### config.mk
export PLATFORM = sky130hd
export DESIGN_NAME = iob_split
export DESIGN_NICKNAME = d
export VERILOG_FILES = /design/src/verilog/iob_soc_pkg.sv /design/src/verilog/iob_split.sv
export VERILOG_INCLUDE_DIRS = /design/src /design/src/include
export SDC_FILE = /design/constraint.sdc
export NUM_CORES = 1
export LEC_CHECK = 0
export BUFFER_PORTS_ARGS = -buffer_cell sky130_fd_sc_hd__buf_2
export CAP_MARGIN = 15
export CORE_AREA = 2 2 119 121
export CTS_BUF_LIST = sky130_fd_sc_hd__clkbuf_8
export DETAILED_ROUTE_END_ITERATION = 6
export DIE_AREA = 0 0 121 123
export PLACE_DENSITY_LB_ADDON = 0.12
export SLEW_MARGIN = 15
export SYNTH_ARGS = -nofsm -noshare
export SYNTH_HDL_FRONTEND = slang
export SYNTH_SLANG_ARGS = --single-unit
### constraint.sdc
create_clock -name clk_i -period 1.2 [get_ports clk_i]
set_input_delay 0.06 -clock clk_i [delete_from_list [all_inputs] [get_ports clk_i]]
set_output_delay 0.06 -clock clk_i [all_outputs]
set_load 0.01 [all_outputs]
### src/include/iob_soc_consts.svh
`ifndef IOB_SOC_CONSTS_SVH
`define IOB_SOC_CONSTS_SVH

// cpu bus widths
`define ADDR_W 32
`define DATA_W 32

// internal sram depth in words (1024)
`define SRAM_ADDR_W 10
// word address width seen by the external memory port
`define EXT_ADDR_W 16

// address map select bits
`define E_BIT 31
`define P_BIT 30

// peripheral register word offsets
`define REG_SCRATCH 0
`define REG_TIMER 1
`define REG_GPIO 2

`define GPIO_W 8

`endif

### src/verilog/iob_soc_pkg.sv
`default_nettype none

`include "iob_soc_consts.svh"

package iob_soc_pkg;

   // native bus request, a write when wstrb is nonzero
   typedef struct packed {
      logic                   avalid;
      logic [  `ADDR_W-1:0]   addr;
      logic [  `DATA_W-1:0]   wdata;
      logic [`DATA_W/8-1:0]   wstrb;
   } iob_req_t;

   typedef struct packed {
      logic [`DATA_W-1:0] rdata;
      logic               rvalid;
      logic               ready;
   } iob_resp_t;

   // word addressed request toward the external memory
   typedef struct packed {
      logic                   valid;
      logic                   we;
      logic [`EXT_ADDR_W-1:0] addr;
      logic [    `DATA_W-1:0] wdata;
      logic [  `DATA_W/8-1:0] wstrb;
   } ext_req_t;

   typedef enum logic [1:0] {EXT_IDLE, EXT_BUSY_I, EXT_BUSY_D} ext_state_t;

endpackage

`default_nettype wire

### src/verilog/iob_split.sv
`default_nettype none

module iob_split #(
   parameter int SEL_BIT = 0
) (
   input  wire                         clk_i,
   input  wire                         rst_n_i,
   // master side
   input  wire iob_soc_pkg::iob_req_t  m_req_i,
   output iob_soc_pkg::iob_resp_t      m_resp_o,
   // slave 0 takes select bit low, slave 1 takes it high
   output iob_soc_pkg::iob_req_t       s0_req_o,
   output iob_soc_pkg::iob_req_t       s1_req_o,
   input  wire iob_soc_pkg::iob_resp_t s0_resp_i,
   input  wire iob_soc_pkg::iob_resp_t s1_resp_i
);
   import iob_soc_pkg::*;

   logic sel;
   logic pend_q;
   logic pend_sel_q;
   logic pend_rvalid;
   logic blocked;
   logic accept;

   assign sel = m_req_i.addr[SEL_BIT];

   // rvalid from the slave that owns the outstanding read
   assign pend_rvalid = pend_sel_q ? s1_resp_i.rvalid : s0_resp_i.rvalid;
   // hold off new requests until that read has come back
   assign blocked = pend_q && !pend_rvalid;

   always_comb begin
      s0_req_o        = m_req_i;
      s1_req_o        = m_req_i;
      s0_req_o.avalid = m_req_i.avalid && !sel && !blocked;
      s1_req_o.avalid = m_req_i.avalid && sel && !blocked;
   end

   always_comb begin
      m_resp_o.ready  = (sel ? s1_resp_i.ready : s0_resp_i.ready) && !blocked;
      m_resp_o.rvalid = pend_q && pend_rvalid;
      m_resp_o.rdata  = pend_sel_q ? s1_resp_i.rdata : s0_resp_i.rdata;
   end

   assign accept = m_req_i.avalid && m_resp_o.ready;

   always_ff @(posedge clk_i) begin
      if (!rst_n_i) begin
         pend_q     <= 1'b0;
         pend_sel_q <= 1'b0;
      end else if (accept && (m_req_i.wstrb == '0)) begin
         // a new read replaces one that completes this cycle
         pend_q     <= 1'b1;
         pend_sel_q <= sel;
      end else if (pend_rvalid) begin
         pend_q <= 1'b0;
      end
   end

endmodule

`default_nettype wire

Word-level counts from Yosys, hierarchy flattened
Index checks and enable logic that the tools add are counted.

Register bits after elaboration: 2. Output and inout bits: 172. Word-level logic and storage cells: 21.

Muxes and demuxes: 5. Reductions and logical operators: 14.

Operators with widths (count): 2-to-1 mux 32 bit (1); logical AND 1 bit (9); zero test 4 bit (1); 2-to-1 mux 1 bit (4); zero test 1 bit (3); nonzero test 2 bit (1).

Logic depth before layout (Yosys ltp)
Depth in word-level cells: 8. Depth in mapped cells: 4. Gate-level depth less buffers: 3.

Least setup slack after synthesis
No wires, ideal clock.

Kind: reg2reg. From: register pend_sel_q. To: register pend_sel_q. Arrival time: 1.173 ns. Required time: 1.128 ns. Path slack: -0.045 ns. Cell stages (with the launch flop): 5. Path through: dfxtp_1 buf_2 mux2i_4 a2111oi_4 mux2i_1.

Word-level cells in the longest chain between the ends: 7.

Ends and longest elaborated chain: from (decl) (RTL line iob_split.sv:21) `logic pend_sel_q;`; from (signal assigned) (RTL line iob_split.sv:55) `pend_sel_q <= sel;`; 2-to-1 mux 1 bit (RTL line iob_split.sv:29) `assign pend_rvalid = pend_sel_q ? s1_resp_i.rvalid : s0_resp_i.rvalid;`; zero test 1 bit (RTL line iob_split.sv:31) `assign blocked = pend_q && !pend_rvalid;`; logical AND 1 bit (RTL line iob_split.sv:31); zero test 1 bit (RTL line iob_split.sv:41) `m_resp_o.ready = (sel ? s1_resp_i.ready : s0_resp_i.ready) && !blocked;`; logical AND 1 bit (RTL line iob_split.sv:41); logical AND 1 bit (RTL line iob_split.sv:46) `assign accept = m_req_i.avalid && m_resp_o.ready;`; logical AND 1 bit (RTL line iob_split.sv:52) `end else if (accept && (m_req_i.wstrb == '0)) begin`.

Every way passes these cells. A chain may end at the register's enable or synchronous reset.

==> results.cfg <==
[run_status]
outcome = complete, but fails checks
violations = setup timing

[floorplanning]
core_area_um2 = 13600
start_util = 0.116
placement_rows = 43
io_pins = 311
die_area_um2 = 14900
die_h_um = 123
die_w_um = 121

[synth]
avgSynthCellArea_um2 = 8.43
ys_seq_area_frac = 0.0253
syn_inst = 188
synth_nets = 327
yosysUniqueCellTypes = 17
synth_edf_count = 0
ys.flop_type = dfxtp_1
ys_warn_count = 0
synthesis.area_um2 = 1580
synth-seq-cells = 2
async_flop_share = 0

[worst_setup_path]
r2r-end = pend_sel_q$_SDFFE_PN0P_
crit_slowest_cell = mux2_2
crit_type = flip-flop to output port
critical_path.max_fanout = 33
cpLargestDelayFamily = multiplexers
crit_end = m_resp_o[16]
worst-path-stages = 3
rrSetupSlack_ns = -0.08
cp-end-kind = output port
worst_r2r_path_depth = 4
crit_path_cell_trace = buf_12 -> mux2_2 -> buf_2
startpoint_type = flip-flop
worstPathBufferInverterCount = 2
critPathMaxStageDelay_ns = 0.37
cp.required_ns = 1.14
cp-startpoint = pend_sel_q$_SDFFE_PN0P_
reg2reg_from = pend_sel_q$_SDFFE_PN0P_
crit_arrival_ns = 1.32

[cells_and_area]
layout_commonest_cell = buf_2
antennaDiodeCount = 0
mostFrequentLayoutCells = 118 x buf_2, 30 x mux2_2, 4 x buf_4
fillCellCount = 1590
area_delta_synth_final_pct = -5.37
drive_gt1_frac = 0.949
fin_nets = 318

[clock_network]
insertion_delay_ns = 0.21
cts.clk_slew.worst_paths_ns = 0.03
htree_levels = 1
cts.sinks = 2
cts.path.max_buffers = 2
cts_made_buffers = 3
cts_tree = built
root_buffer = clkbuf_8

[timing]
rsz0062_at_grt = yes
hold_viol_final = 0
worst_pin_slew_ns = 0.456
post-route-period-util = 1.15
setup_viol_count_final = 36
drv_slew = 0
setup_slack_ns = -0.178
max_freq_mhz = 726
min_period_ns = 1.38
relSlewSlack = 0.688
fin_skew_ns = 0.00238

[hold_path]
hp-class = input port to flip-flop

[power]
ir_drop_mv = 0.197
p_switching_uw = 190
p_leak_nw = 0.712
powerDensity_nw_per_um2 = 453
combPwrFrac = 0.521
power_frac_clock = 0.381
p_sw_frac = 0.280
seqPwrFrac = 0.098
p_int_uw = 489
power_uw = 679

[place]
dp_hpwl_um = 3160
dp_worst_setup_slack_ns = -0.107
gp_congestion = 0.620
port_buffers = 121

[drt]
vias_per_cell = 2.78
dr.pass1.iters = 3
routed_wl_um = 3660
num_vias = 993
avgRoutedWirePerCell_um = 10.2
first_iter_violations = 6
ant_nets = 0
drc = 0

[flow_run]
maxCapViolCount = 0

[grt]
grt_pass1_wl_um = 5060
globalRouteOverflowTotal = 0
grt_pass1_vias = 1025
grt_antenna_before_repair = 0
grt_usage = 0.0448
grt_max_degree = 34
## worst min-delay path by stage
stage	cells past startpoint	endpoint	slack (ns)	start
after floorplan	1	s0_req_o[68]	0.17	m_req_i[36]
after global placement	0	s0_req_o[55]	0.12	m_req_i[55]
after detailed placement	0	s0_req_o[55]	0.12	m_req_i[55]
after CTS	2	pend_q$_SDFFE_PN0P_	0.12	rst_n_i
after global routing	0	s0_req_o[39]	0.12	m_req_i[39]
final	2	pend_q$_SDFFE_PN0P_	0.11	rst_n_i
## power groups by stage
stage / Clock (mW) / Combinational (mW) / Sequential, mW
floorplan: 0 / 0.587 / 0.0688
global placement: 0 / 0.348 / 0.0693
detailed placement: 0 / 0.345 / 0.0693
CTS: 0.265 / 0.358 / 0.0665
global route: 0.278 / 0.387 / 0.0665
finish: 0.259 / 0.354 / 0.0665
## layer usage
layer | share of wire | track usage | vias up
met3 | 0.14 | 0.0300 | 21
met1 | 0.33 | 0.0411 | 426
met5 | 0 | 0 | -
met4 | 0.039 | 0.0269 | 0
li1 | - | - | 447
met2 | 0.49 | 0.0741 | 99
## logic make-up (layout without fill, tap and decap cells)
logic type | count (synthesis) | in the layout | synth area share
AOI/OAI and AO/OA | 2 | 2 | 0.0221
muxes | 35 | 35 | 0.254
DFF | 2 | 2 | 0.0253
buffers and inverters | 140 | 129 | 0.661
and+or+nand+nor | 9 | 9 | 0.0371
## metrics by stage
stage | setup TNS [ns] | utilization | cells | hold WS (ns) | area, µm²
finish | -5.20 | 0.110 | 357 | 0.109 | 1500
global route | -7.25 | 0.110 | 357 | 0.120 | 1500
CTS | -5.71 | 0.109 | 357 | 0.118 | 1490
detailed placement | -0.186 | 0.104 | 353 | 0.120 | 1410
global placement | -0.183 | 0.104 | 353 | 0.120 | 1410
floorplan | 0 | - | 188 | 0.170 | 1590
## cell usage after synthesis, types with 2 or more instances
library cell  instances  area share
buf_4               136        0.64
buf_2                 3      0.0095
dfxtp_1               2       0.025
mux2i_1               2       0.013
nand2_1               2      0.0047
mux2_2               32        0.23
## state kept, by name (all words and copies together) (netlist names)
signal / flops
pend_sel_q: 1
pend_q: 1
## timing repair
action                                  4_1_cts  5_1_grt
pin swaps                                     1        1
hold buffers                                  0        0
endpoints found under the setup margin       35       37
buffers inserted                              1        0
resized for setup                             8        2
gates cloned                                  0        0
## area by class of cell
cell class	instances	area, µm²	area share
tap	180	225	0.150
timing repair buffer	126	674	0.450
sequential	2	43.8	0.0292
multi-input combinational	46	514	0.343
clock buffer	3	41.3	0.0275
Note: power is estimated with default switching activity, not from simulation.
