**src/include/iob_soc_consts.svh**
```systemverilog
`ifndef IOB_SOC_CONSTS_SVH
`define IOB_SOC_CONSTS_SVH

// cpu bus widths
`define ADDR_W 32
`define DATA_W 32

// internal sram depth in words (1024)
`define SRAM_ADDR_W 10
// word address width seen by the external memory port
`define EXT_ADDR_W 16

// address map select bits
`define E_BIT 31
`define P_BIT 30

// peripheral register word offsets
`define REG_SCRATCH 0
`define REG_TIMER 1
`define REG_GPIO 2

`define GPIO_W 8

`endif

```
**src/verilog/iob_soc_pkg.sv**
```systemverilog
`default_nettype none

`include "iob_soc_consts.svh"

package iob_soc_pkg;

   // native bus request, a write when wstrb is nonzero
   typedef struct packed {
      logic                   avalid;
      logic [  `ADDR_W-1:0]   addr;
      logic [  `DATA_W-1:0]   wdata;
      logic [`DATA_W/8-1:0]   wstrb;
   } iob_req_t;

   typedef struct packed {
      logic [`DATA_W-1:0] rdata;
      logic               rvalid;
      logic               ready;
   } iob_resp_t;

   // word addressed request toward the external memory
   typedef struct packed {
      logic                   valid;
      logic                   we;
      logic [`EXT_ADDR_W-1:0] addr;
      logic [    `DATA_W-1:0] wdata;
      logic [  `DATA_W/8-1:0] wstrb;
   } ext_req_t;

   typedef enum logic [1:0] {EXT_IDLE, EXT_BUSY_I, EXT_BUSY_D} ext_state_t;

endpackage

`default_nettype wire

```
**src/verilog/periph_regs.sv**
```systemverilog
`default_nettype none

`include "iob_soc_consts.svh"

module periph_regs (
   input  wire                         clk_i,
   input  wire                         rst_n_i,
   input  wire iob_soc_pkg::iob_req_t  req_i,
   output iob_soc_pkg::iob_resp_t      resp_o,
   output logic [`GPIO_W-1:0]          gpio_o
);
   import iob_soc_pkg::*;

   logic [`P_BIT-3:0]  offs;
   logic [`DATA_W-1:0] scratch_q;
   logic [`DATA_W-1:0] timer_q;
   logic [`DATA_W-1:0] rd_mux;
   logic [`DATA_W-1:0] rdata_q;
   logic               rvalid_q;
   logic               wr;

   // word offset inside the peripheral window
   assign offs = req_i.addr[`P_BIT-1:2];
   assign wr   = req_i.avalid && (req_i.wstrb != '0);

   always_comb begin
      rd_mux = '0;
      if (offs == `REG_SCRATCH) rd_mux = scratch_q;
      else if (offs == `REG_TIMER) rd_mux = timer_q;
      else if (offs == `REG_GPIO) rd_mux = {{(`DATA_W - `GPIO_W) {1'b0}}, gpio_o};
   end

   always_ff @(posedge clk_i) begin
      if (!rst_n_i) begin
         timer_q  <= '0;
         gpio_o   <= '0;
         rvalid_q <= 1'b0;
      end else begin
         // free running, writes are ignored
         timer_q  <= timer_q + 1'b1;
         rvalid_q <= req_i.avalid && !wr;
         if (wr && (offs == `REG_GPIO) && req_i.wstrb[0]) gpio_o <= req_i.wdata[`GPIO_W-1:0];
      end
   end

   always_ff @(posedge clk_i) begin
      if (wr && (offs == `REG_SCRATCH)) begin
         for (int b = 0; b < `DATA_W / 8; b++) begin
            if (req_i.wstrb[b]) scratch_q[8*b+:8] <= req_i.wdata[8*b+:8];
         end
      end
      rdata_q <= rd_mux;
   end

   assign resp_o = '{rdata: rdata_q, rvalid: rvalid_q, ready: 1'b1};

endmodule

`default_nettype wire
```
**config.mk**
```make
export PLATFORM = sky130hd
export DESIGN_NAME = periph_regs
export DESIGN_NICKNAME = d
export VERILOG_FILES = /design/src/verilog/iob_soc_pkg.sv /design/src/verilog/periph_regs.sv
export VERILOG_INCLUDE_DIRS = /design/src /design/src/include
export SDC_FILE = /design/constraint.sdc
export NUM_CORES = 1
export LEC_CHECK = 0
export BUFFER_PORTS_ARGS = -buffer_cell sky130_fd_sc_hd__buf_4
export CAP_MARGIN = 20
export CORE_MARGIN = 8
export CORE_UTILIZATION = 35
export CTS_BUF_LIST = sky130_fd_sc_hd__clkbuf_4
export CTS_CLUSTER_DIAMETER = 100
export CTS_CLUSTER_SIZE = 25
export DETAILED_ROUTE_END_ITERATION = 12
export GPL_TIMING_DRIVEN = 0
export PLACE_DENSITY = 0.68
export SYNTH_ARGS = -nofsm -noshare
export SYNTH_HDL_FRONTEND = slang
export SYNTH_SLANG_ARGS = --single-unit
```
**constraint.sdc**
```tcl
create_clock -name clk_i -period 2.67 [get_ports clk_i]
set_input_delay 0.801 -clock clk_i [delete_from_list [all_inputs] [get_ports clk_i]]
set_output_delay 0.801 -clock clk_i [all_outputs]
set_load 0.01 [all_outputs]
```
Word-level counts from Yosys, hierarchy flattened
Cells that the tools add are included.

Logic and storage cells: 26. Input port bits: 71. Flip-flop bits (word level): 105. Output and inout bits: 42.

Reduce and logical (&&, ||, !) cells: 12. Eq/ne operators: 2. Mux-type cells: 3. $add $sub $neg: 1.

Operators with widths (count): 2-to-1 mux 32 bit (2); adder 32 x 1 -> 32 bit (second input constant) (1); == test 28 x 1 -> 1 bit (second input constant) (1); == test 28 x 2 -> 1 bit (second input constant) (1); zero test 28 bit (1); 2-to-1 mux 8 bit (1); AND reduction 2 bit (4); logical AND 1 bit (5); nonzero test 4 bit (1); zero test 1 bit (1).

Longest topological paths before layout
Depth in word-level cells: 4. Gate-level depth with buffers: 6. Gate-level depth less buffers: 5.

Worst setup path after synthesis
No wires, ideal clock.

Path kind: in2reg. From: input req_i[46] (netlist bit). To: register scratch_q[0] (enable). Library setup time: 0.332 ns. Path buffers: 0. Setup slack: 0.194 ns. Data arrival time: 2.145 ns. Stages: 4. Data required time: 2.338 ns. Cell sequence: or4_1 > or2_1 > nor3_1 > and3_1.

Word-level cells in the longest chain between the ends: 3.

RTL lines: start: declaration (RTL line periph_regs.sv:8) `input wire iob_soc_pkg::iob_req_t req_i,`; zero test 28 bit (no source line); logical AND 1 bit (RTL line periph_regs.sv:47) `` if (wr && (offs == `REG_SCRATCH)) begin ``; AND reduction 2 bit (no source line); end signal: indexed assignment (RTL line periph_regs.sv:49) `if (req_i.wstrb[b]) scratch_q[8*b+:8] <= req_i.wdata[8*b+:8];`; end: declaration (RTL line periph_regs.sv:15) `` logic [`DATA_W-1:0] scratch_q; ``.

Every way passes these cells. A chain may end at the register's enable or synchronous reset.

Worst setup path after layout
From: input req_i[56] (netlist bit). To: register scratch_q[18] (enable).

The elaborated chain is that of the path after synthesis.

==> out/metrics.yaml <==
global_route:
  antenna_found_initial: 0
  grt_pass1_wl_microns: 16680
  grt_max_degree: 17
  first_global_vias: 3463
  track_usage_pct: 12.97
  grt_overflow: 0
critical_path:
  critPathLaunch: "req_i[56]"
  r2r_setup_slack_ns: 0.52
  required_ns: 2.77
  r2r-end: "timer_q[23]"
  startpoint_type: "input pin"
  critPathCapture: "scratch_q[18]"
  reg2reg_depth: 5
  crit_arrival_ns: 2.58
  cp-end-kind: "flop"
  r2r-start: "timer_q[8]"
  setup.worst_path.class: "input pin to flop"
  cp_max_fo: 10
final_layout:
  fin_nets: 579
  drive_gt1_share_pct: 26.17
  multiInputGateArea_sq_um: 1583
  area_delta_synth_final_pct: 27.31
  nFillCells: 1076
  seq_area_sq_um: 2422
  stdcell_area_sq_um: 5273
  n_antenna_cell: 0
power:
  p_clk_share_pct: 33.2
  power_frac_comb_pct: 5.4
  vdd_ir_drop_max_mv: 0.3251
  power.density_nw_per_um2: 510.6
  p_leak_uw: 0.001971
  p_seq_share_pct: 61.3
  sw_frac_of_total_pct: 20.80
  power.switching_uw: 559.8
  p_int_uw: 2132
drt:
  drtIter0Drc: 132
  drc: 0
  dr_total_vias: 3303
  viasPerCell: 5.043
  routed_wl_microns: 10080
  ant_nets: 0
  wl_per_cell_microns: 15.39
  dr.pass1.iters: 5
placed_design:
  place.gp.congestion: 0.8095
  hpwl_microns: 7726
  place_area_sq_um: 5109
  pre_cts_ws_ns: -0.3125
  io_buffers: 105
synth:
  synth-seq-cells: 105
  yosys_warnings: 0
  synth_fp_nets: 463
  synthTopCellsByCount: "dfxtp_1, nor2_1, mux2i_1"
  synthFlopType: "dfxtp_1"
  yosys.area.top_type: "dfxtp_1"
  avgSynthCellArea_sq_um: 10.59
  syn_area_sq_um: 4141
  ys_types: 38
  synthesis.instances: 391
  synthArstFlopShare_pct: 0
  synth_edf_count: 32
  ys_seq_area_share_pct: 58.49
  synth_top_area_share_pct: 35.29
  post-synth-top-count-cell: "dfxtp_1"
  ys_top_cells_by_area: "dfxtp_1, edfxtp_1, mux2i_1, nor2_1, a21oi_1"
floorplan:
  pin_count: 113
  fp.dieArea_sq_um: 15570
  start_util_pct: 36.12
  die_h_microns: 124.8
  dieWidth_microns: 124.8
  row_count: 39
  core-area_sq_um: 11470
clocking:
  cts_tree: "built"
  cts_root_buffer: "clkbuf_4"
  cts_sinks: 105
  postCtsSetupRepairBufs: 0
  cts.path.max_buffers: 2
  clk_pin_slew_ns: 0.14
  htree_levels: 3
  worstSkewPairLatency_ns: 0.45
  numCtsBuffers: 9
sta:
  tightest_slew_ns: 0.7252
  rsz0062_at_grt: "false"
  period_needed_ns: 2.481
  period_share_pct: 92.92
  skew_ns: 0.01653
  layout_setup_ws_ns: 0.1891
  fmax_mhz: 403.1
  hold_viol: 0
  setup_viol: 0
  finalMaxSlewViolations: 0
  relSlewSlack_pct: 51.65
job:
  maxCapViolations: 0
worst_hold_path:
  hold_depth: 2
  hold_path.class: "flop to flop"
run_status:
  outcome: "finished, final reports clean"
==> worst min path at each step <==
stage	slack [ns]	from	end
global placement	0.46	timer_q[31]	timer_q[31]
global route	0.46	req_i[15]	scratch_q[11]
CTS	0.46	req_i[12]	scratch_q[8]
finish	0.48	timer_q[31]	timer_q[31]
detailed placement	0.46	timer_q[31]	timer_q[31]
floorplan	0.44	timer_q[31]	timer_q[31]
==> metrics by stage <==
stage	hold WS (ns)	total power (uW)	utilization (%)	cells	setup TNS, ns
after detailed placement	0.4610	1834	44.55	639	-8.332
after CTS	0.4610	2726	45.97	655	0
final	0.4832	2692	45.98	655	0
after floorplan	0.4423	1742	-	391	0
after global routing	0.4649	2784	45.98	655	0
after global placement	0.4555	1832	44.55	639	-6.784
==> layer usage <==
metal	GRT usage [%]	vias up	routed length, microns
met1	14.70	1529	4428
met3	5.660	9	775
met2	21.82	123	4788
met4	3.260	0	91
met5	0	-	0
li1	-	1642	-
==> final cells by class <==
type | count | area share, %
inverters | 5 | 0.3560
clock buffers | 11 | 1.566
flip-flops and latches | 105 | 45.94
repair buffers | 105 | 14.95
well taps | 143 | 3.393
plain buffers | 25 | 2.254
clock inverters | 5 | 1.519
multi-input cells | 256 | 30.02
==> repair_timing <==
| action | in CTS | in global routing |
|---|---|---|
| hold buffers | 0 | 0 |
| endpoints found under the hold margin | 0 | 0 |
| endpoints found under the setup margin | 0 | 8 |
| resized for setup | 0 | 1 |
==> cells by family (layout without fill, tap and decap cells) <==
| family | count (synthesis) | after routing | share of synthesized area (%) |
|---|---|---|---|
| AND/OR/NAND/NOR | 154 | 154 | 19.70 |
| AO/OA/AOI/OAI | 52 | 52 | 6.888 |
| other | 1 | 1 | 0.09055 |
| adder cells (fa/ha/maj) | 1 | 1 | 0.3021 |
| XOR/XNOR | 13 | 13 | 2.749 |
| multiplexers | 35 | 35 | 8.459 |
| flip-flops | 105 | 105 | 58.49 |
| buffers and inverters | 30 | 151 | 3.323 |
==> placed cells by master (no fill, tap or decap), types with 3 or more instances in the layout <==
cell      instances
a21oi_1          30
and3_1            3
and4_1            3
buf_1             5
buf_4           107
clkbuf_1         14
clkbuf_4         11
dfxtp_1          73
edfxtp_1         32
inv_1             4
mux2i_1          35
nand2_1          14
nand3_1          17
nand4_1           7
nor2_1           55
nor3_1            5
nor4_1           10
o21ai_0          12
o31ai_1          10
or3_1             8
or4_1            17
xnor2_1           8
xor2_1            5
==> sequential cells by signal, indices dropped and copies added (netlist names) <==
| register | count |
|---|---|
| rvalid_q | 1 |
| gpio_o | 8 |
| rdata_q | 32 |
| scratch_q | 32 |
| timer_q | 32 |
==> worst max-delay path, cell delays in order <==
cell and delay, ns:
buf_4 0.10, nor4_1 0.38, nand4_1 0.19, clkbuf_1 0.24, nor3_1 0.37, and3_1 0.50
==> power groups by stage <==
| stage | Combinational [uW] | Clock (uW) | Sequential, uW |
|---|---|---|---|
| after floorplan | 57.5 | 0 | 1680 |
| after global placement | 146 | 0 | 1690 |
| after detailed placement | 148 | 0 | 1690 |
| after CTS | 149 | 926 | 1650 |
| after global routing | 161 | 970 | 1650 |
| final | 147 | 894 | 1650 |
No activity file was read; power rests on OpenSTA's default activity.
