## src/include/iob_soc_consts.svh

```systemverilog
`ifndef IOB_SOC_CONSTS_SVH
`define IOB_SOC_CONSTS_SVH

// cpu bus widths
`define ADDR_W 32
`define DATA_W 32

// internal sram depth in words (1024)
`define SRAM_ADDR_W 10
// word address width seen by the external memory port
`define EXT_ADDR_W 16

// address map select bits
`define E_BIT 31
`define P_BIT 30

// peripheral register word offsets
`define REG_SCRATCH 0
`define REG_TIMER 1
`define REG_GPIO 2

`define GPIO_W 8

`endif

```

## src/verilog/iob_soc_pkg.sv

```systemverilog
`default_nettype none

`include "iob_soc_consts.svh"

package iob_soc_pkg;

   // native bus request, a write when wstrb is nonzero
   typedef struct packed {
      logic                   avalid;
      logic [  `ADDR_W-1:0]   addr;
      logic [  `DATA_W-1:0]   wdata;
      logic [`DATA_W/8-1:0]   wstrb;
   } iob_req_t;

   typedef struct packed {
      logic [`DATA_W-1:0] rdata;
      logic               rvalid;
      logic               ready;
   } iob_resp_t;

   // word addressed request toward the external memory
   typedef struct packed {
      logic                   valid;
      logic                   we;
      logic [`EXT_ADDR_W-1:0] addr;
      logic [    `DATA_W-1:0] wdata;
      logic [  `DATA_W/8-1:0] wstrb;
   } ext_req_t;

   typedef enum logic [1:0] {EXT_IDLE, EXT_BUSY_I, EXT_BUSY_D} ext_state_t;

endpackage

`default_nettype wire

```

## src/verilog/ext_mem.sv

```systemverilog
`default_nettype none

`include "iob_soc_consts.svh"

module ext_mem (
   input  wire                         clk_i,
   input  wire                         rst_n_i,
   input  wire iob_soc_pkg::iob_req_t  i_req_i,
   output iob_soc_pkg::iob_resp_t      i_resp_o,
   input  wire iob_soc_pkg::iob_req_t  d_req_i,
   output iob_soc_pkg::iob_resp_t      d_resp_o,
   // external request/acknowledge port
   output iob_soc_pkg::ext_req_t       ext_req_o,
   input  wire                         ext_ack_i,
   input  wire [`DATA_W-1:0]           ext_rdata_i
);
   import iob_soc_pkg::*;

   ext_state_t         state_q;
   ext_req_t           req_q;
   logic               valid_q;
   logic               i_rvalid_q;
   logic               d_rvalid_q;
   logic [`DATA_W-1:0] rdata_q;
   logic               busy;

   // native request to word addressed external request
   function automatic ext_req_t to_ext(iob_req_t r);
      ext_req_t e;
      e.valid = r.avalid;
      e.we    = |r.wstrb;
      e.addr  = r.addr[`EXT_ADDR_W+1:2];
      e.wdata = r.wdata;
      e.wstrb = r.wstrb;
      return e;
   endfunction

   assign busy = (state_q != EXT_IDLE);

   always_ff @(posedge clk_i) begin
      if (!rst_n_i) begin
         state_q    <= EXT_IDLE;
         valid_q    <= 1'b0;
         i_rvalid_q <= 1'b0;
         d_rvalid_q <= 1'b0;
      end else begin
         i_rvalid_q <= 1'b0;
         d_rvalid_q <= 1'b0;
         case (state_q)
            EXT_IDLE: begin
               // data port has fixed priority
               if (d_req_i.avalid) begin
                  state_q <= EXT_BUSY_D;
                  valid_q <= 1'b1;
               end else if (i_req_i.avalid) begin
                  state_q <= EXT_BUSY_I;
                  valid_q <= 1'b1;
               end
            end
            EXT_BUSY_I, EXT_BUSY_D: begin
               if (ext_ack_i) begin
                  state_q    <= EXT_IDLE;
                  valid_q    <= 1'b0;
                  i_rvalid_q <= (state_q == EXT_BUSY_I) && !req_q.we;
                  d_rvalid_q <= (state_q == EXT_BUSY_D) && !req_q.we;
               end
            end
            default: state_q <= EXT_IDLE;
         endcase
      end
   end

   // granted request and read data capture
   always_ff @(posedge clk_i) begin
      if (!busy) begin
         req_q <= d_req_i.avalid ? to_ext(d_req_i) : to_ext(i_req_i);
      end
      if (busy && ext_ack_i) begin
         rdata_q <= ext_rdata_i;
      end
   end

   always_comb begin
      ext_req_o       = req_q;
      ext_req_o.valid = valid_q;
   end

   // a port is accepted only on its own acknowledge
   assign i_resp_o = '{rdata: rdata_q, rvalid: i_rvalid_q,
                       ready: (state_q == EXT_BUSY_I) && ext_ack_i};
   assign d_resp_o = '{rdata: rdata_q, rvalid: d_rvalid_q,
                       ready: (state_q == EXT_BUSY_D) && ext_ack_i};

endmodule

`default_nettype wire

```

## config.mk

```make
export PLATFORM = sky130hd
export DESIGN_NAME = ext_mem
export DESIGN_NICKNAME = d
export VERILOG_FILES = /design/src/verilog/iob_soc_pkg.sv /design/src/verilog/ext_mem.sv
export VERILOG_INCLUDE_DIRS = /design/src /design/src/include
export SDC_FILE = /design/constraint.sdc
export NUM_CORES = 1
export LEC_CHECK = 0
export BUFFER_PORTS_ARGS = -buffer_cell sky130_fd_sc_hd__buf_2
export CORE_AREA = 3 3 112 114
export CTS_BUF_LIST = sky130_fd_sc_hd__clkbuf_4 sky130_fd_sc_hd__clkbuf_8
export DETAILED_ROUTE_END_ITERATION = 6
export DIE_AREA = 0 0 115 117
export PLACE_DENSITY = 0.65
export SYNTH_ARGS = -nofsm -noshare
export SYNTH_HDL_FRONTEND = slang
export SYNTH_SLANG_ARGS = --single-unit
```

## constraint.sdc

```tcl
create_clock -name clk_i -period 4.26 [get_ports clk_i]
set_clock_uncertainty 0.1 [all_clocks]
set_input_delay 0.639 -clock clk_i [delete_from_list [all_inputs] [get_ports clk_i]]
set_output_delay 0.639 -clock clk_i [all_outputs]
set_load 0.02 [all_outputs]
```

; ---- Word level (Yosys, flattened, before mapping)
; Cells that the tools add are included.
; W data, S select, Z words.
[classes]
n_eq_ne = 4
n_mux = 9
reduce_logical = 15
[op_table]
columns = cell, n
row1 = $mux W53, 1
row2 = $reduce_or A4 Y1, 2
row3 = $mux W2, 3
row4 = $reduce_and A3 Y1, 2
row5 = $logic_and A1 B1 Y1, 5
row6 = $pmux W2 S2, 1
row7 = $reduce_bool A2 Y1, 2
row8 = $mux W1, 3
row9 = $ne A3 B3 Y1 const B, 1
row10 = $eq A2 B1 Y1 const B, 1
row11 = $eq A2 B2 Y1 const B, 1
row12 = $logic_not A2 Y1, 1
row13 = $ne A2 B2 Y1 const B, 1
row14 = $pmux W1 S2, 1
row15 = $reduce_and A2 Y1, 1
row16 = $reduce_or A2 Y1, 1
row17 = $logic_not A1 Y1, 1
[totals]
reg_bits = 90
word_cells = 37
out_inout_bits = 122
in_bits = 173

; ---- Logic depth before layout (Yosys ltp)
; Gate-level depths: netlist (run 1).
[logic_depth]
ltp_word = 4
mapped_depth = 5
mapped_depth_nobuf = 5

; ---- Worst setup path after synthesis (run 1)
; No wires, ideal clock.
[synth_timing]
path_type = register to register
startpoint = reg state_q[0]
endpoint = reg rdata_q[0], enable pin
synth_period_minus_slack_ns = 3.456
t_required_ns = 3.736
path_stages_with_launch = 4
arrival_ns = 2.932
path_buffers = 0
setup_ns = 0.424
setup_slack_ns = 0.804
cell_sequence = dfxtp_1 -> inv_1 -> ha_1 -> nor2b_1
[synth_via]
elab_chain_len = 2
[synth_lines]
columns = element, line
row1 = from (decl), ext_mem.sv:19  ; ext_state_t state_q;
row2 = from (signal assigned), ext_mem.sv:42  ; state_q <= EXT_IDLE;
row3 = from (signal assigned), ext_mem.sv:53  ; state_q <= EXT_BUSY_D;
row4 = from (signal assigned), ext_mem.sv:56  ; state_q <= EXT_BUSY_I;
row5 = $reduce_bool A2 Y1, ext_mem.sv:38  ; assign busy = (state_q != EXT_IDLE);
row6 = $logic_and A1 B1 Y1, ext_mem.sv:78  ; if (busy && ext_ack_i) begin
row7 = to (signal assigned), ext_mem.sv:79  ; rdata_q <= ext_rdata_i;
row8 = to (decl), ext_mem.sv:24  ; logic [`DATA_W-1:0] rdata_q;
; No other way between the ends.
; A chain may end at the register's enable or synchronous reset.

; ---- Final worst setup path (run 1)
[layout_timing]
startpoint = in d_req_i[68] (netlist name)
endpoint = reg valid_q
[layout_via]
elab_chain_len = 2
word_cells_on_any_way = 4
classes_between = eq/ne: 1 / mux: 2 / reduce/logical: 1
[layout_lines]
columns = element, line
row1 = from (decl), ext_mem.sv:10  ; input wire iob_soc_pkg::iob_req_t d_req_i,
row2 = $ne A3 B3 Y1 (no line) or $mux W1 (tied branches), --
row3 = $reduce_and A3 Y1 (no line) or $pmux W1 S2 (tied branches), --
row4 = to (signal assigned), ext_mem.sv:43  ; valid_q <= 1'b0;
row5 = to (signal assigned), ext_mem.sv:54  ; valid_q <= 1'b1;
row6 = to (signal assigned), ext_mem.sv:57  ; valid_q <= 1'b1;
row7 = to (decl), ext_mem.sv:21  ; logic valid_q;
; Parallel ways exist; a longest one is shown, timed or not.

==> impl_metrics.toml, run 1 <==
[status]
outcome = "finished, final reports clean"

[placed_design]
gp_congestion = 0.726
placedCellCount = 584
port_buffers = 262
place_area_um2 = 4950
dp_slack_ps = 1840
dp_hpwl_um = 7280

[timing]
slew_viol_final = 0
fmax_mhz = 497
hold_slack_ps = 356
setup_tns_ps = 0
max_slew.worst_pin.slew_ps = 1230
rsz0062_at_grt = "false"
period_needed_ps = 2010
min_period_over_period = 0.473
hold_viol_final = 0
timing.slew.headroom = 0.182
finalSetupViolCount = 0
timing.final.ws_setup_ps = 2250

[worst_setup_path]
crit_fanout = 55
crit_chain = "buf_2 -> buf_4 -> nor3b_1 -> o21ai_0 -> a21oi_1"
worstRegToRegCells = 6
timing.rr.end = "valid_q"
startpoint_type = "primary input"
crit_path_end_kind = "register"
crit_path_top_delay_cell = "buf_2"
cpPeakStageDelay_ps = 900
reg2reg_from = "state_q[0]"
worst-setup-path-type = "primary input to register"
critPathArrivalTime_ps = 2150
cp.required_ps = 4390
r2r_slack_ps = 2390

[route]
drt-met1-wl_um = 3230
dr.pass1.iters = 4
route.detailed.drc = 0
wl_per_cell_um = 15.7
vias = 2657
drt_iter0_markers = 125
dr_wl_met3_um = 1140
routed_wirelength_um = 9400
final_antenna_net_count = 0
wl_met2_um = 4860
via_per_inst = 4.43
dr.max_layer_used = "met4"

[synth]
synthSimpleGateAreaFrac = 0.0237
synthMuxAreaShare = 0.156
syn_avg_cell_area_um2 = 17.3
synth_nets = 393
ys_ff_latch = 90
syn_area_um2 = 3740
synthXorXnorAreaFrac = 0
synth-seq-area-share = 0.709
synth_warnings = 0
synth_top_family_by_area = "multiplexers"
synth_cell_types = 22
synth_compound_area_frac = 0.0140
synthAdderAreaFrac = 0.0100
syn_inst = 217

[job]
drv_cap = 0

[final_layout]
layout.cells.non_filler = 600
fillCellCount = 1063
layout-drive-gt1-share = 0.731
multi_input_area_um2 = 769
utilization = 0.447
area_growth_pct = 37.4
nets = 628
regArea_um2 = 2650
n_antenna_cell = 0
final_area_um2 = 5140

[cts]
cts_tree = "built"
cts_buffer_depth = 2
root_buffer = "clkbuf_8"
htreeDepth = 3
cts_buffers = 9
ctsResizeCount = 0
hold_buffers = 0
cts.sinks = 90
cts_setup_buffers = 0
clock_latency_ps = 350
cts.clk_slew.worst_paths_ps = 90

[hold_path]
whs_path_depth = 1
min_to = "rdata_q[5]"
hold_start = "ext_rdata_i[5]"
hold_path_class = "primary input to register"

[floorplan]
die-height_um = 117
fp.dieArea_um2 = 13500
initial_utilization = 0.325
die_w_um = 115
boundaryPins = 295
rows = 39
core_area_um2 = 11500

[global_routing]
grt_pass1_wl_um = 13100
overflow = 0
antenna_found_initial = 0
grt_pass1_vias = 2643
grt_util_all_layers = 0.131
grt_start_max_net_pins = 59

[power]
fin_total_pwr_mw = 2.14
p_leak_nw = 2.31
peakVddDrop_mv = 0.193
p_per_area_nw_per_um2 = 417
==> worst max-delay path: cells and delay by family <==
kind                   cells  cell delay [ps]
AND/OR/NAND/NOR            1               50
AO/OA/AOI/OAI              2              250
buffers and inverters      2             1180
==> sequential cells by signal, indices dropped and copies added (netlist names) <==
register / flops
d_rvalid_q: 1
ext_req_o: 53
rdata_q: 32
state_q: 2
i_rvalid_q: 1
valid_q: 1
==> worst max-delay path by stage <==
stage / from / to / slack [ps]
6_report: d_req_i[68] / valid_q / 2250
5_1_grt: d_req_i[68] / valid_q / 2130
4_1_cts: state_q[0] / d_resp_o[0] / 2210
3_5_place_dp: d_req_i[68] / valid_q / 1840
3_3_place_gp: d_req_i[68] / ext_req_o[50] / 1920
2_1_floorplan: state_q[0] / rdata_q[0] / 800
==> layout by cell type, fill, tap and decap left out <==
cell,Yosys,routed
bufinv_16,0,1
buf_2,3,262
nand3b_1,1,1
inv_1,5,5
mux2_2,52,52
nor3_1,1,1
nor2b_1,4,3
nand2b_1,1,1
nor2_1,4,4
clkbuf_8,0,9
o21ai_0,4,4
a21oi_1,2,2
nor4_1,1,1
clkbuf_4,0,1
buf_4,36,3
ha_2,0,1
o211ai_1,1,1
nor3b_1,1,1
clkinv_2,0,3
a22oi_1,1,1
edfxtp_1,85,85
nand3_1,1,1
clkinv_1,0,1
nor2b_2,0,1
dfxtp_1,5,5
a21boi_1,1,1
ha_1,3,2
clkinv_4,0,1
nand2_1,3,3
==> Yosys cell counts, drive strengths merged <==
library cell  number  area (µm²)
nor2b              4        25.0
nor4               1        6.26
dfxtp              5         100
nor2               4        15.0
nand2              3        11.3
nand3              1        5.00
a21boi             1        7.51
edfxtp            85        2550
buf               41         308
o211ai             1        7.51
a21oi              2        10.0
nor3               1        5.00
nand3b             1        7.51
nor3b              1        7.51
ha                 3        37.5
inv                5        18.8
o21ai              4        20.0
nand2b             1        6.26
a22oi              1        7.51
mux2              52         586
==> power breakdown <==
part	leakage (nW)	internal, mW	switching [mW]
clock	0.101	0.274	0.290
sequential	0.871	1.10	0.0294
combinational	1.34	0.168	0.286
total	2.31	1.54	0.606
==> cell families after synthesis <==
family | Yosys count
buffers and inverters | 46
and+or+nand+nor | 17
adders and majority gates | 3
DFF | 90
AOI/OAI and AO/OA | 9
muxes | 52
==> metal layers <==
layer  vias up  track usage
li1       1239            -
met1      1238        0.134
met2       167        0.229
met3        13       0.0524
met4         0       0.0696
met5         -            0
==> cell type report <==
cell class / instances / share of cell area
clock inverters: 6 / 0.0112
clock buffers: 10 / 0.0255
inverters: 5 / 0.00365
well taps: 143 / 0.0348
multi-input cells: 81 / 0.150
repair buffers: 265 / 0.259
flip-flops and latches: 90 / 0.516
Note: power is estimated with default switching activity, not from simulation.
==> inputs of run 2 (changes only) <==
clock period = 2.05 ns   (was 4.26 ns; I/O delays follow)
==> run 2 against run 1 <==
  * Routed wire length rose by 13%
  * Worst hold slack lost 320 ps
  * Flip-flop and latch count did not move
  * Sequential share of layout area shrank 3.4 points
  * Clock power rose by 120%
  * Clock-buffer cell count up 1
  * Largest cell class unchanged
  * Highest routed layer unchanged
==> impl_metrics.toml, run 2 (same netlist as run 1, synthesis figures left out) <==
[floorplan]
rows = 39
core_area_um2 = 11500
die_w_um = 115
initial_utilization = 0.325
die-height_um = 117
fp.dieArea_um2 = 13500
boundaryPins = 295

[timing]
timing.final.ws_setup_ps = 361
slew_viol_final = 0
max_slew.worst_pin.slew_ps = 400
finalSetupViolCount = 0
min_period_over_period = 0.824
fmax_mhz = 592
setup_tns_ps = 0
rsz0062_at_grt = "false"
hold_viol_final = 0
timing.slew.headroom = 0.734
period_needed_ps = 1690

[worst_setup_path]
worst-setup-path-type = "register to primary output"
crit_chain = "inv_1 -> ha_1 -> nand2_1 -> inv_1 -> buf_2"
crit_top_cell = "inv_1"
critPathArrivalTime_ps = 1280
crit_path_top_delay_cell = "dfxtp_1"
startpoint_type = "register"
crit_fanout = 3
critPathBufInv = 3
crit_family = "flip-flops"
cpPeakStageDelay_ps = 380
cp.required_ps = 1640
crit_path_end_kind = "primary output"

[final_layout]
layout-drive-gt1-share = 0.689
layout_commonest_cell = "buf_2"
layout_common_cells = "262 x buf_2, 85 x edfxtp_1, 52 x mux2_2"
nets = 659
layout.cells.non_filler = 631
final_area_um2 = 5500
area_growth_pct = 47.0
n_antenna_cell = 0
largest_reg_flops = 53

[power]
p_leak_nw = 2.45
fin_total_pwr_mw = 4.60
peakVddDrop_mv = 0.394
p_per_area_nw_per_um2 = 836

[route]
routed_wirelength_um = 10600
vias = 2755
wl_per_cell_um = 16.8
dr.pass1.iters = 4
final_antenna_net_count = 0
route.detailed.drc = 0
drt_iter0_markers = 142
via_per_inst = 4.37

[cts]
ctsResizeCount = 0
root_buffer = "clkbuf_8"
cts.sinks = 90
cts.clk_slew.worst_paths_ps = 90
cts_buffers = 9
cts_tree = "built"
htreeDepth = 3
clock_latency_ps = 350
cts_buffer_depth = 2

[global_routing]
grt_pass1_vias = 2915
overflow = 0
antenna_found_initial = 0
grt_start_max_net_pins = 59
grt_util_all_layers = 0.150
grt_pass1_wl_um = 15000

[placed_design]
placedCellCount = 585
dp_slack_ps = 543
port_buffers = 262
place_area_um2 = 5000
dp_hpwl_um = 7820
gp_congestion = 0.736

[status]
outcome = "finished, final reports clean"

[hold_path]
hold_path_class = "primary input to register"

[job]
drv_cap = 0
## run 2: changes by cell type in the layout (fill, tap and decap cells not counted)
cell | previous run | this run
nor2b_2 | 1 | 0
buf_4 | 3 | 1
dlygate4sd3_1 | 0 | 30
clkinv_2 | 3 | 2
clkbuf_8 | 9 | 10
buf_12 | 0 | 3
clkinv_1 | 1 | 0
clkinv_4 | 1 | 0
clkinvlp_4 | 0 | 2
nor2b_4 | 0 | 1
## run 2: final cells by class
class | instances | area [µm²]
inverters | 5 | 18.8
clock inverters | 5 | 55.1
fillers | 1013 | 6010
well taps | 143 | 179
flip-flops and latches | 90 | 2650
multi-input cells | 81 | 774
repair buffers | 296 | 1680
clock buffers | 11 | 145
## run 2: report_power, final
group	internal, mW	total, mW	switching [mW]
clock network	0.606	1.23	0.625
logic	0.409	1.03	0.625
registers	2.27	2.34	0.0627
## run 2: repair_timing
item / 4_1_cts / 5_1_grt
endpoints found under the hold margin: 30 / 0
buffers inserted: 0 / 0
hold buffers: 30 / 0
## run 2: layer usage
layer | GRT usage | wire length [µm] | vias to the layer above
li1 | - | - | 1303
met1 | 0.150 | 3630 | 1268
met2 | 0.260 | 5340 | 167
met3 | 0.0761 | 1400 | 17
met4 | 0.0704 | 223 | 0
met5 | 0 | 0 | -
## run 2: final timing paths
| path | startpoint | to | slack [ps] | cells after the start |
|---|---|---|---|---|
| worst min register to register | valid_q | valid_q | 400 | 2 |
| worst min-delay path | ext_rdata_i[7] | rdata_q[7] | 30 | 1 |
| worst max-delay path | state_q[0] | d_resp_o[0] | 360 | 5 |
| worst max register to register | state_q[0] | ext_req_o[27] | 530 | 3 |
## run 2: through the flow
step	utilization	hold slack, ps
final	0.478	31.6
after global routing	0.478	8.22
after CTS	0.478	0.163
after detailed placement	0.434	386
after global placement	0.434	376
after floorplan	-	306
==> inputs of run 3 (changes only) <==
clock period = 1.56 ns   (was 2.05 ns; I/O delays follow)
==> run 3 against run 2 <==
  * First-iteration DRC count decreased by 11%
  * Die area unchanged
  * Critical path depth unchanged
  * Register-to-register slack got worse by 450 ps
  * Routed wire length increased by 2.7%
  * Flip-flop and latch count unchanged
  * Final area increased by 2.8%
  * Critical path type unchanged
  * Clock power increased by 28%
  * Non-clock buffer count increased by 11
==> impl_metrics.toml, run 3 (same netlist as run 1, synthesis figures left out) <==
[status]
outcome = "finished, final reports clean"

[worst_setup_path]
crit_path_end_kind = "primary output"
startpoint_type = "register"
critPathArrivalTime_ps = 1170
crit_chain = "inv_2 -> ha_2 -> nand2_2 -> inv_2 -> buf_6"
worst-setup-path-type = "register to primary output"
crit_cells = 5
crit_family = "flip-flops"
crit_top_cell = "inv_2"
crit_fanout = 3
worstRegToRegCells = 9
critPathBufInv = 3
cpPeakStageDelay_ps = 340
cp.required_ps = 1230
crit_end = "i_resp_o[0]"
r2r_slack_ps = 80
crit_path_top_delay_cell = "dfxtp_2"
timing.rr.end = "i_rvalid_q"
reg2reg_from = "state_q[1]"
crit_path_start = "state_q[1]"

[final_layout]
nets = 670
layout_common_cells = "260 x buf_2, 85 x edfxtp_1, 52 x mux2_2"
multi_input_area_um2 = 797
layout_commonest_cell = "buf_2"
n_antenna_cell = 0
area_growth_pct = 51.1
utilization = 0.491
largest_reg_flops = 53
regArea_um2 = 2660
layout.cells.non_filler = 642
layout-drive-gt1-share = 0.705
fillCellCount = 1016

[floorplan]
fp.dieArea_um2 = 13500
core_area_um2 = 11500
rows = 39
boundaryPins = 295
die-height_um = 117
die_w_um = 115
initial_utilization = 0.325

[cts]
cts_buffers = 9
clock_latency_ps = 360
cts.clk_slew.worst_paths_ps = 90
cts.sinks = 90
htreeDepth = 3
cts_tree = "built"
root_buffer = "clkbuf_8"
cts_buffer_depth = 2

[power]
peakVddDrop_mv = 0.468
p_leak_nw = 2.51
fin_total_pwr_mw = 6.07
p_per_area_nw_per_um2 = 1070

[placed_design]
dp_slack_ps = 185
placedCellCount = 586
port_buffers = 262
dp_hpwl_um = 8070
gp_congestion = 0.748

[hold_path]
hold_path_class = "primary input to register"

[timing]
timing.final.ws_setup_ps = 52.2
max_slew.worst_pin.slew_ps = 292
min_period_over_period = 0.967
timing.slew.headroom = 0.805
finalSetupViolCount = 0
period_needed_ps = 1510
hold_slack_ps = 63.7
rsz0062_at_grt = "true"
fmax_mhz = 663
slew_viol_final = 0
hold_viol_final = 0

[route]
drt_iter0_markers = 126
dr.pass1.iters = 4
route.detailed.drc = 0
vias = 2816
via_per_inst = 4.39
final_antenna_net_count = 0
routed_wirelength_um = 10900
wl_per_cell_um = 16.9

[global_routing]
grt_start_max_net_pins = 38
grt_pass1_wl_um = 14900
grt_pass1_vias = 2873
antenna_found_initial = 0
overflow = 0
grt_util_all_layers = 0.151

[job]
drv_cap = 0
-- run 3: metrics by stage --
step                setup TNS (ps)  cell area, µm²
floorplan                    -7050            3770
global placement                 0            5040
detailed placement               0            5040
CTS                              0            5620
global route                 -28.6            5660
finish                           0            5660
-- run 3: report_power, final --
group          switching [mW]  internal (mW)
clock network           0.839          0.734
registers              0.0805           2.99
logic                   0.840          0.592
total                    1.76           4.31
-- run 3: worst min path at each step --
stage | start | slack, ps | end | cells past startpoint
2_1_floorplan | ext_rdata_i[0] | 230 | rdata_q[0] | 0
3_3_place_gp | ext_rdata_i[7] | 310 | rdata_q[7] | 1
3_5_place_dp | ext_rdata_i[31] | 310 | rdata_q[31] | 1
4_1_cts | i_req_i[14] | 30 | ext_req_o[14] | 2
5_1_grt | i_req_i[38] | 40 | ext_req_o[36] | 2
6_report | i_req_i[14] | 60 | ext_req_o[14] | 2
-- run 3: per-layer routing --
metal,up-vias,routed length [µm],global-route usage
li1,1321,-,-
met1,1305,3760,0.149
met2,174,5590,0.270
met4,0,274,0.0798
met3,16,1260,0.0627
met5,-,0,0
-- run 3: repair_timing --
item                                    in CTS  in global routing
buffers inserted                             6                  0
resized for setup                            6                  4
endpoints found under the setup margin       2                  4
endpoints found under the hold margin       33                  0
cloned                                       0                  1
hold buffers                                33                  0
-- run 3: final cells by class --
type                       count  share of cell area
timing repair buffer         307               0.320
clock inverter                 7              0.0124
clock buffer                   9              0.0219
inverter                       5             0.00332
multi-input combinational     81               0.141
sequential                    90               0.469
tap                          143              0.0316
